File: config.mk
export PLATFORM = sky130hd
export DESIGN_NAME = bscan_top
export DESIGN_NICKNAME = d
export VERILOG_FILES = /design/src/hw/bscan_pkg.sv /design/src/hw/bscan_instr_decode.sv /design/src/hw/bscan_pin_ctrl.sv /design/src/hw/bscan_dr_ctrl.sv /design/src/hw/bscan_tdo_select.sv /design/src/hw/bscan_top.sv
export VERILOG_INCLUDE_DIRS = /design/src /design/src/include
export SDC_FILE = /design/constraint.sdc
export NUM_CORES = 1
export LEC_CHECK = 0
export BUFFER_PORTS_ARGS = -buffer_cell sky130_fd_sc_hd__buf_2
export CAP_MARGIN = 20
export CORE_MARGIN = 4
export CORE_UTILIZATION = 25
export DETAILED_ROUTE_END_ITERATION = 7
export PLACE_DENSITY_LB_ADDON = 0.2
export SETUP_SLACK_MARGIN = 0.02
export SYNTH_ARGS = -nofsm -noshare
export SYNTH_HDL_FRONTEND = slang
export SYNTH_SLANG_ARGS = --single-unit
export TNS_END_PERCENT = 100
File: constraint.sdc
create_clock -name atappris_tck -period 1.2 [get_ports atappris_tck]
set_input_delay 0.06 -clock atappris_tck [delete_from_list [all_inputs] [get_ports atappris_tck]]
set_output_delay 0.06 -clock atappris_tck [all_outputs]
set_load 0.02 [all_outputs]
File: src/include/bscan_settings.svh
// boundary-scan opcodes, ir width and reset values, included by the package, rtl and testbench
`ifndef BSCAN_SETTINGS_SVH
`define BSCAN_SETTINGS_SVH

// width of the tap instruction register
`define BSCAN_IR_WIDTH 8

// fixed opcodes of the kept boundary-scan instructions
`define BSCAN_OP_SAMPLE_PRELOAD 8'h01
`define BSCAN_OP_HIGHZ          8'h08
`define BSCAN_OP_EXTEST         8'h09
`define BSCAN_OP_CLAMP          8'h0C
`define BSCAN_OP_EXTEST_TOGGLE  8'h0D

// idle level of the extest_toggle waveform (active-low output)
`define BSCAN_EXTOGSIG_RESET 1'b1

`endif

File: src/hw/bscan_pkg.sv
// shared opcode enum and packed control structs, imported by every bscan module and the testbench
`include "bscan_settings.svh"

package bscan_pkg;

   // ********************************************************
   // instruction opcodes
   // ********************************************************
   typedef enum logic [`BSCAN_IR_WIDTH-1:0]
   {
      op_sample_preload = `BSCAN_OP_SAMPLE_PRELOAD,
      op_highz          = `BSCAN_OP_HIGHZ,
      op_extest         = `BSCAN_OP_EXTEST,
      op_clamp          = `BSCAN_OP_CLAMP,
      op_extest_toggle  = `BSCAN_OP_EXTEST_TOGGLE
   } bscan_opcode_e;

   // ********************************************************
   // grouped signals
   // ********************************************************
   // tap fsm state flags, shift_ir_neg already retimed on tck fall
   typedef struct packed
   {
      logic tlrs;
      logic rti;
      logic capture_dr;
      logic shift_dr;
      logic update_dr;
      logic update_ir;
      logic shift_ir_neg;
   } tap_state_t;

   // one-hot style flag per decoded instruction
   typedef struct packed
   {
      logic sampre;
      logic extest;
      logic extog;
      logic highz;
      logic clamp;
   } bscan_instr_t;

   // controls toward the boundary-scan cells
   typedef struct packed
   {
      logic chainen;
      logic mode;
      logic highz;
      logic extogen;
      logic extogsig_b;
   } bscan_pin_t;

   // register strobes for the boundary-scan chain
   typedef struct packed
   {
      logic capturedr;
      logic shiftdr;
      logic updatedr;
      logic updatedr_clk;
   } bscan_dr_t;

endpackage

File: src/hw/bscan_instr_decode.sv
// decodes the current and the about-to-load instruction into flag structs for the bscan blocks
`timescale 1ns/100ps

module bscan_instr_decode
(
   input  bscan_pkg::bscan_opcode_e i_ireg,
   input  bscan_pkg::bscan_opcode_e i_ir_shift,
   input  logic                     i_update_ir,
   output bscan_pkg::bscan_instr_t  o_cur_instr,
   output bscan_pkg::bscan_instr_t  o_early_instr
);

   import bscan_pkg::*;

   // decoded ireg
   bscan_instr_t cur_instr;
   // shift stage match, only valid while in update-ir
   bscan_instr_t shift_qual;

   // maps one opcode onto its instruction flag
   // unknown opcodes give no flag at all
   function automatic bscan_instr_t decode_op(input bscan_opcode_e op);
      bscan_instr_t flags;
      flags = '0;
      case (op)
         op_sample_preload: flags.sampre = 1'b1;
         op_extest:         flags.extest = 1'b1;
         op_extest_toggle:  flags.extog  = 1'b1;
         op_highz:          flags.highz  = 1'b1;
         op_clamp:          flags.clamp  = 1'b1;
         default:           flags        = '0;
      endcase
      return flags;
   endfunction

   // ********************************************************
   // current and early instruction flags
   // ********************************************************
   assign cur_instr = decode_op(i_ireg);

   // during update-ir the shift stage already holds the next opcode
   // so the early flags arm one stage before ireg changes
   assign shift_qual = i_update_ir ? decode_op(i_ir_shift) : '0;

   assign o_cur_instr   = cur_instr;
   assign o_early_instr = cur_instr | shift_qual;

endmodule

File: src/hw/bscan_pin_ctrl.sv
// deglitched mode, chain, high-z and toggle controls plus the extest_toggle waveform for bscan cells
`timescale 1ns/100ps
`include "bscan_settings.svh"

module bscan_pin_ctrl
(
   input  logic                    atappris_tck,
   input  logic                    powergoodrst_trst_b,
   input  bscan_pkg::tap_state_t   i_tap_state,
   input  bscan_pkg::bscan_instr_t i_cur_instr,
   input  bscan_pkg::bscan_instr_t i_early_instr,
   output bscan_pkg::bscan_pin_t   o_pin
);

   // classes from the current instruction
   logic chain_cur;
   logic mode_cur;
   // classes from the early instruction
   logic chain_early;
   logic mode_early;
   // early classes sampled on tck fall
   logic chain_early_q;
   logic mode_early_q;
   logic highz_early_q;
   logic extogen_early_q;
   // divide-by-two state behind extogsig_b
   logic by_two_q;

   // ********************************************************
   // instruction classes
   // ********************************************************
   // chain covers every kept instruction
   assign chain_cur   = i_cur_instr.sampre | i_cur_instr.extest | i_cur_instr.extog |
                        i_cur_instr.highz  | i_cur_instr.clamp;
   assign chain_early = i_early_instr.sampre | i_early_instr.extest | i_early_instr.extog |
                        i_early_instr.highz  | i_early_instr.clamp;

   // mode means the cells own the pins, sample_preload stays out
   assign mode_cur   = i_cur_instr.extest | i_cur_instr.extog | i_cur_instr.highz |
                       i_cur_instr.clamp;
   assign mode_early = i_early_instr.extest | i_early_instr.extog | i_early_instr.highz |
                       i_early_instr.clamp;

   // early classes move on the falling edge, away from the ireg update on the rise
   always_ff @(negedge atappris_tck or negedge powergoodrst_trst_b)
   begin
      if (!powergoodrst_trst_b)
      begin
         chain_early_q   <= 1'b0;
         mode_early_q    <= 1'b0;
         highz_early_q   <= 1'b0;
         extogen_early_q <= 1'b0;
      end
      else
      begin
         chain_early_q   <= chain_early;
         mode_early_q    <= mode_early;
         highz_early_q   <= i_early_instr.highz;
         extogen_early_q <= i_early_instr.extog;
      end
   end

   // ********************************************************
   // extest_toggle waveform
   // ********************************************************
   // toggles every tck fall while extest_toggle sits in rti
   always_ff @(negedge atappris_tck or negedge powergoodrst_trst_b)
   begin
      if (!powergoodrst_trst_b)
      begin
         by_two_q <= ~`BSCAN_EXTOGSIG_RESET;
      end
      else if (i_tap_state.tlrs)
      begin
         by_two_q <= ~`BSCAN_EXTOGSIG_RESET;
      end
      else
      begin
         by_two_q <= ~by_two_q & i_cur_instr.extog & i_tap_state.rti;
      end
   end

   // a control drops with the current class at once
   // and rises only after the early copy has passed a falling edge
   assign o_pin = '{chainen:    chain_cur & chain_early_q,
                    mode:       mode_cur & mode_early_q,
                    highz:      i_cur_instr.highz & highz_early_q,
                    extogen:    i_cur_instr.extog & extogen_early_q,
                    extogsig_b: ~by_two_q};

endmodule

File: src/hw/bscan_dr_ctrl.sv
// gates the tap dr strobes for the boundary-scan chain and builds the falling-edge update clock
`timescale 1ns/100ps

module bscan_dr_ctrl
(
   input  logic                    atappris_tck,
   input  logic                    powergoodrst_trst_b,
   input  bscan_pkg::tap_state_t   i_tap_state,
   input  bscan_pkg::bscan_instr_t i_cur_instr,
   output bscan_pkg::bscan_dr_t    o_dr
);

   // chain is clocked only by scan-chain instructions
   logic scan_en;
   logic updatedr_gated;
   // update strobe one tck fall later
   logic updatedr_clk_q;

   // highz and clamp hold the chain still
   assign scan_en = i_cur_instr.sampre | i_cur_instr.extest | i_cur_instr.extog;

   assign updatedr_gated = i_tap_state.update_dr & scan_en;

   // ********************************************************
   // parallel stage update clock
   // ********************************************************
   // cells with a falling-edge update stage use this copy
   always_ff @(negedge atappris_tck or negedge powergoodrst_trst_b)
   begin
      if (!powergoodrst_trst_b)
      begin
         updatedr_clk_q <= 1'b0;
      end
      else
      begin
         updatedr_clk_q <= updatedr_gated;
      end
   end

   // capture, shift and update follow the tap flags combinationally
   assign o_dr = '{capturedr:    i_tap_state.capture_dr & scan_en,
                   shiftdr:      i_tap_state.shift_dr & scan_en,
                   updatedr:     updatedr_gated,
                   updatedr_clk: updatedr_clk_q};

endmodule

File: src/hw/bscan_tdo_select.sv
// retimes the boundary-scan serial output and picks the final tdo between chain and tap
`timescale 1ns/100ps

module bscan_tdo_select
(
   input  logic                    atappris_tck,
   input  logic                    powergoodrst_trst_b,
   input  bscan_pkg::tap_state_t   i_tap_state,
   input  bscan_pkg::bscan_instr_t i_cur_instr,
   input  logic                    i_bscan_tdo,
   input  logic                    i_pre_tdo,
   output logic                    o_tdo
);

   // chain output held on tck fall
   logic bscan_tdo_q;
   // chain drives tdo
   logic select_chain;

   // tdo must change on the falling edge, so the chain bit is retimed here
   always_ff @(negedge atappris_tck or negedge powergoodrst_trst_b)
   begin
      if (!powergoodrst_trst_b)
      begin
         bscan_tdo_q <= 1'b0;
      end
      else if (i_tap_state.tlrs)
      begin
         bscan_tdo_q <= 1'b0;
      end
      else
      begin
         bscan_tdo_q <= i_bscan_tdo;
      end
   end

   // ir shifting always owns tdo, even under a scan-chain instruction
   assign select_chain = (i_cur_instr.sampre | i_cur_instr.extest | i_cur_instr.extog) &
                         ~i_tap_state.shift_ir_neg;

   assign o_tdo = select_chain ? bscan_tdo_q : i_pre_tdo;

endmodule

File: src/hw/bscan_top.sv
// boundary-scan control top level joining decode, pin control, dr control and tdo select
`timescale 1ns/100ps

module bscan_top
(
   input  logic                     atappris_tck,
   input  logic                     powergoodrst_trst_b,
   // tap fsm flags and instruction register stages
   input  bscan_pkg::tap_state_t    i_tap_state,
   input  bscan_pkg::bscan_opcode_e i_ireg,
   input  bscan_pkg::bscan_opcode_e i_ir_shift,
   // serial data
   input  logic                     i_bscan_tdo,
   input  logic                     i_pre_tdo,
   // boundary-scan cell controls
   output bscan_pkg::bscan_pin_t    o_pin,
   output bscan_pkg::bscan_dr_t     o_dr,
   output logic                     o_tdo
);

   import bscan_pkg::*;

   // decoded instruction flags
   bscan_instr_t cur_instr;
   bscan_instr_t early_instr;

   // ********************************************************
   // instruction decode
   // ********************************************************
   bscan_instr_decode instr_decode_inst
   (
      .i_ireg        (i_ireg),
      .i_ir_shift    (i_ir_shift),
      .i_update_ir   (i_tap_state.update_ir),
      .o_cur_instr   (cur_instr),
      .o_early_instr (early_instr)
   );

   // ********************************************************
   // cell controls
   // ********************************************************
   bscan_pin_ctrl pin_ctrl_inst
   (
      .atappris_tck        (atappris_tck),
      .powergoodrst_trst_b (powergoodrst_trst_b),
      .i_tap_state         (i_tap_state),
      .i_cur_instr         (cur_instr),
      .i_early_instr       (early_instr),
      .o_pin               (o_pin)
   );

   // chain strobes only follow the current instruction
   bscan_dr_ctrl dr_ctrl_inst
   (
      .atappris_tck        (atappris_tck),
      .powergoodrst_trst_b (powergoodrst_trst_b),
      .i_tap_state         (i_tap_state),
      .i_cur_instr         (cur_instr),
      .o_dr                (o_dr)
   );

   // final tdo mux
   bscan_tdo_select tdo_select_inst
   (
      .atappris_tck        (atappris_tck),
      .powergoodrst_trst_b (powergoodrst_trst_b),
      .i_tap_state         (i_tap_state),
      .i_cur_instr         (cur_instr),
      .i_bscan_tdo         (i_bscan_tdo),
      .i_pre_tdo           (i_pre_tdo),
      .o_tdo               (o_tdo)
   );

endmodule

# Word level (Yosys, flattened, before mapping)
# Index checks and enable logic that the tools add are counted.
[op_classes]
bitwise = 27
eq_ne = 10
mux = 14
[ops]
columns = ["operator", "count"]
rows = [
  ["== test 8 x 4 -> 1 bit, second input constant", 8],
  ["== test 8 x 1 -> 1 bit, second input constant", 2],
  ["OR 1 bit", 14],
  ["2-to-1 mux 1 bit", 13],
  ["AND 1 bit", 10],
  ["2-to-1 mux 5 bit", 1],
  ["OR 5 bit", 1],
  ["inverter 1 bit", 2],
]
[totals]
ff_bits = 7
input_bits = 27
output_inout_bits = 10

# Longest topological paths before layout
[logic_depth]
ltp_word = 8
ltp_mapped = 4

# Cells and area by module
# From an unflattened synthesis, not the netlist that was laid out.
[hier_totals]
cells_unflattened = 50
hier_area_um2 = 465.4
[modules_own_cells]
columns = ["module", "seq_area_each_um2", "cells_each", "instances", "area_each_um2"]
rows = [
  ["bscan_pin_ctrl", 125.1, 14, 1, 190.2],
  ["bscan_instr_decode", 0.0, 23, 1, 146.4],
  ["bscan_dr_ctrl", 25.0, 6, 1, 66.3],
  ["bscan_tdo_select", 25.0, 7, 1, 62.6],
]

==> flow_metrics.tcl <==
set metrics [dict create \
    portBuffers 36 \
    die-area_um2 2380 \
    cts_sinks 7 \
    clockRootBuffer "clkbuf_4" \
    syn-num-nets 74 \
    r2r_start "pin_ctrl_inst.by_two_q" \
    setup_violations 15 \
    die_h_um 48.8 \
    cts_hold_buf 0 \
    core_area_um2 1540 \
    grt_usage_pct 9.49 \
    cts_tree "done" \
    start_util_pct 26.9 \
    vias_per_cell 4.52 \
    arrival_ns 1.60 \
    numCtsBuffers 3 \
    end_kind "primary output" \
    antenna_cells 0 \
    maxCapViolCount 0 \
    maxSlewHeadroom_pct 76.8 \
    path_class "reg -> out" \
    wl_mm 1.20 \
    yosysSeqAreaShare_pct 42.2 \
    ant_nets 0 \
    vias 511 \
    htree_levels 1 \
    drive_gt1_share_pct 74.2 \
    synth_cell_types 21 \
    worstRegToRegCells 1 \
    grt_pass1_wl_mm 1.81 \
    synth-async-reset-ratio_pct 100 \
    setup_tns_ns -3.23 \
    ys_ff_latch 7 \
    fillers 137 \
    violations "negative setup slack" \
    grt_start_max_net_pins 8 \
    worst_pin_slew_ns 0.345 \
    overflow 0 \
    area_delta_synth_final_pct 118 \
    netlist_instances 47 \
    worstSetupStartpointType "flip-flop" \
    antenna_found_initial 0 \
    first_pass_iters 2 \
    synth_edf_count 0 \
    yosys_warnings 0 \
    maxSlewViolCount 0 \
    globalplace.congestion 0.739 \
    dpl_cell_area_um2 733 \
    status "finished with violations" \
    peakVddDrop_v 0.000525 \
    crit_required_ns 1.14 \
    fin_area_um2 907 \
    grt_pass1_vias 460 \
    seqCellArea_um2 175 \
    nets 125 \
    clock-skew-final_ns 0 \
    hpwl_um 999 \
    initialDrtViolationCount 1 \
    timing.critical_path.from "pin_ctrl_inst.highz_early_q" \
    row_count 14 \
    path_clk_slew_ns 0.04 \
    layout_setup_ws_ns -0.458 \
    die_x_um 48.8 \
    min_path_type "in -> async" \
    drc 0 \
    cts_max_path_buffers 2 \
    hold_viol 0 \
    rsz0062_at_grt "true" \
    yosysTopAreaCellShare_pct 42.2 \
    wl_per_cell_um 10.6 \
    powerDensity_nw_per_um2 639 \
    synth_ff_type "dfrtn_1" \
    clk_latency_ns 0.25 \
    multiInputGateArea_um2 310 \
    syn_area_um2 415 \
    io_pins 37 \
    synthTopCellsByArea "dfrtn_1, and2_1, nor2b_1, inv_1, nor4b_1" \
    path_max_fanout 1 \
    syn_area_per_cell_um2 8.84 \
    yosysTopAreaCell "dfrtn_1" \
    p_leak_nw 0.427 \
]
-- worst paths after layout --
path | endpoint | slack (ns)
worst max register to register | pin_ctrl_inst.by_two_q | 0.58
worst max-delay path | o_pin[2] | -0.46
worst min-delay path | pin_ctrl_inst.extogen_early_q | 0.12
max in group asynchronous | pin_ctrl_inst.mode_early_q | 0.89
min in group atappris_tck | o_dr[2] | 0.43
worst min register to register | pin_ctrl_inst.by_two_q | 0.54
-- cell usage after synthesis (all sizes together), types with 2 or more instances --
| library cell | count |
|---|---|
| dfrtn | 7 |
| inv | 6 |
| and2 | 4 |
| nor2b | 4 |
| nand2 | 3 |
| nor2 | 3 |
| nor4 | 3 |
| buf | 2 |
| nand3 | 2 |
| nor4b | 2 |
| o21ai | 2 |
-- placed cells by master (no fill, tap or decap), types with 2 or more instances in the layout --
cell,instances
nand2_1,2
buf_6,12
and2_4,3
inv_1,3
nor2_4,3
inv_2,3
dfrtn_1,7
buf_4,11
clkbuf_4,3
buf_2,24
nor2b_1,4
-- timing repair --
item,in CTS,in global routing
pin swaps,0,3
gates resized for setup,31,9
setup buffers,0,2
cloned,0,0
endpoints found under the setup margin,15,16
-- cell families (layout without fill, tap and decap cells) --
logic type,after synthesis,in the layout,synth area share [%]
flip-flops,7,7,42.2
AND/OR/NAND/NOR,26,26,38.6
AO/OA/AOI/OAI,5,5,7.53
buffers and inverters,8,58,9.03
multiplexers,1,1,2.71
-- registers in the layout (all words and copies together), names as in the netlist --
register / flops
pin_ctrl_inst.chain_early_q: 1
pin_ctrl_inst.highz_early_q: 1
tdo_select_inst.bscan_tdo_q: 1
pin_ctrl_inst.mode_early_q: 1
dr_ctrl_inst.updatedr_clk_q: 1
pin_ctrl_inst.by_two_q: 1
pin_ctrl_inst.extogen_early_q: 1
-- worst max-delay path, cell delays in order, from the launching register on --
cell	delay (ns)
dfrtn_1	0.39
nor4b_4	0.18
buf_4	0.17
-- per-layer routing --
| layer | wire length (µm) | vias to the layer above | share of wire [%] | GRT usage, % |
|---|---|---|---|---|
| met3 | 152 | 2 | 13 | 5.21 |
| met2 | 576 | 31 | 48 | 15.4 |
| li1 | - | 261 | - | - |
| met5 | 0 | - | 0 | 0 |
| met1 | 453 | 217 | 38 | 10.6 |
| met4 | 12 | 0 | 1.0 | 2.69 |
-- metrics by stage --
step	cells	power, W	setup WS [ns]	utilization [%]	hold slack [ns]
finish	113	0.000580	-0.458	58.8	0.116
global route	113	0.000617	-0.520	58.8	0.117
detailed placement	107	0.000355	-0.427	47.6	0.394
CTS	111	0.000581	-0.497	55.1	0.118
floorplan	47	0.000278	-0.253	-	0.173
global placement	107	0.000354	-0.390	47.6	0.391
-- area by class of cell --
| class | count | area share, % |
|---|---|---|
| timing repair buffer | 48 | 38.9 |
| clock buffer | 4 | 2.90 |
| multi-input combinational | 32 | 34.2 |
| sequential | 7 | 19.3 |
| tap | 16 | 2.21 |
| inverter | 6 | 2.48 |
-- report_power, final --
part           total (W)  switching, W  internal [W]
Sequential      0.000243    0.00000129      0.000241
Clock           0.000207     0.0000805      0.000126
Combinational   0.000130     0.0000565     0.0000738
Note: power is estimated with default switching activity, not from simulation.
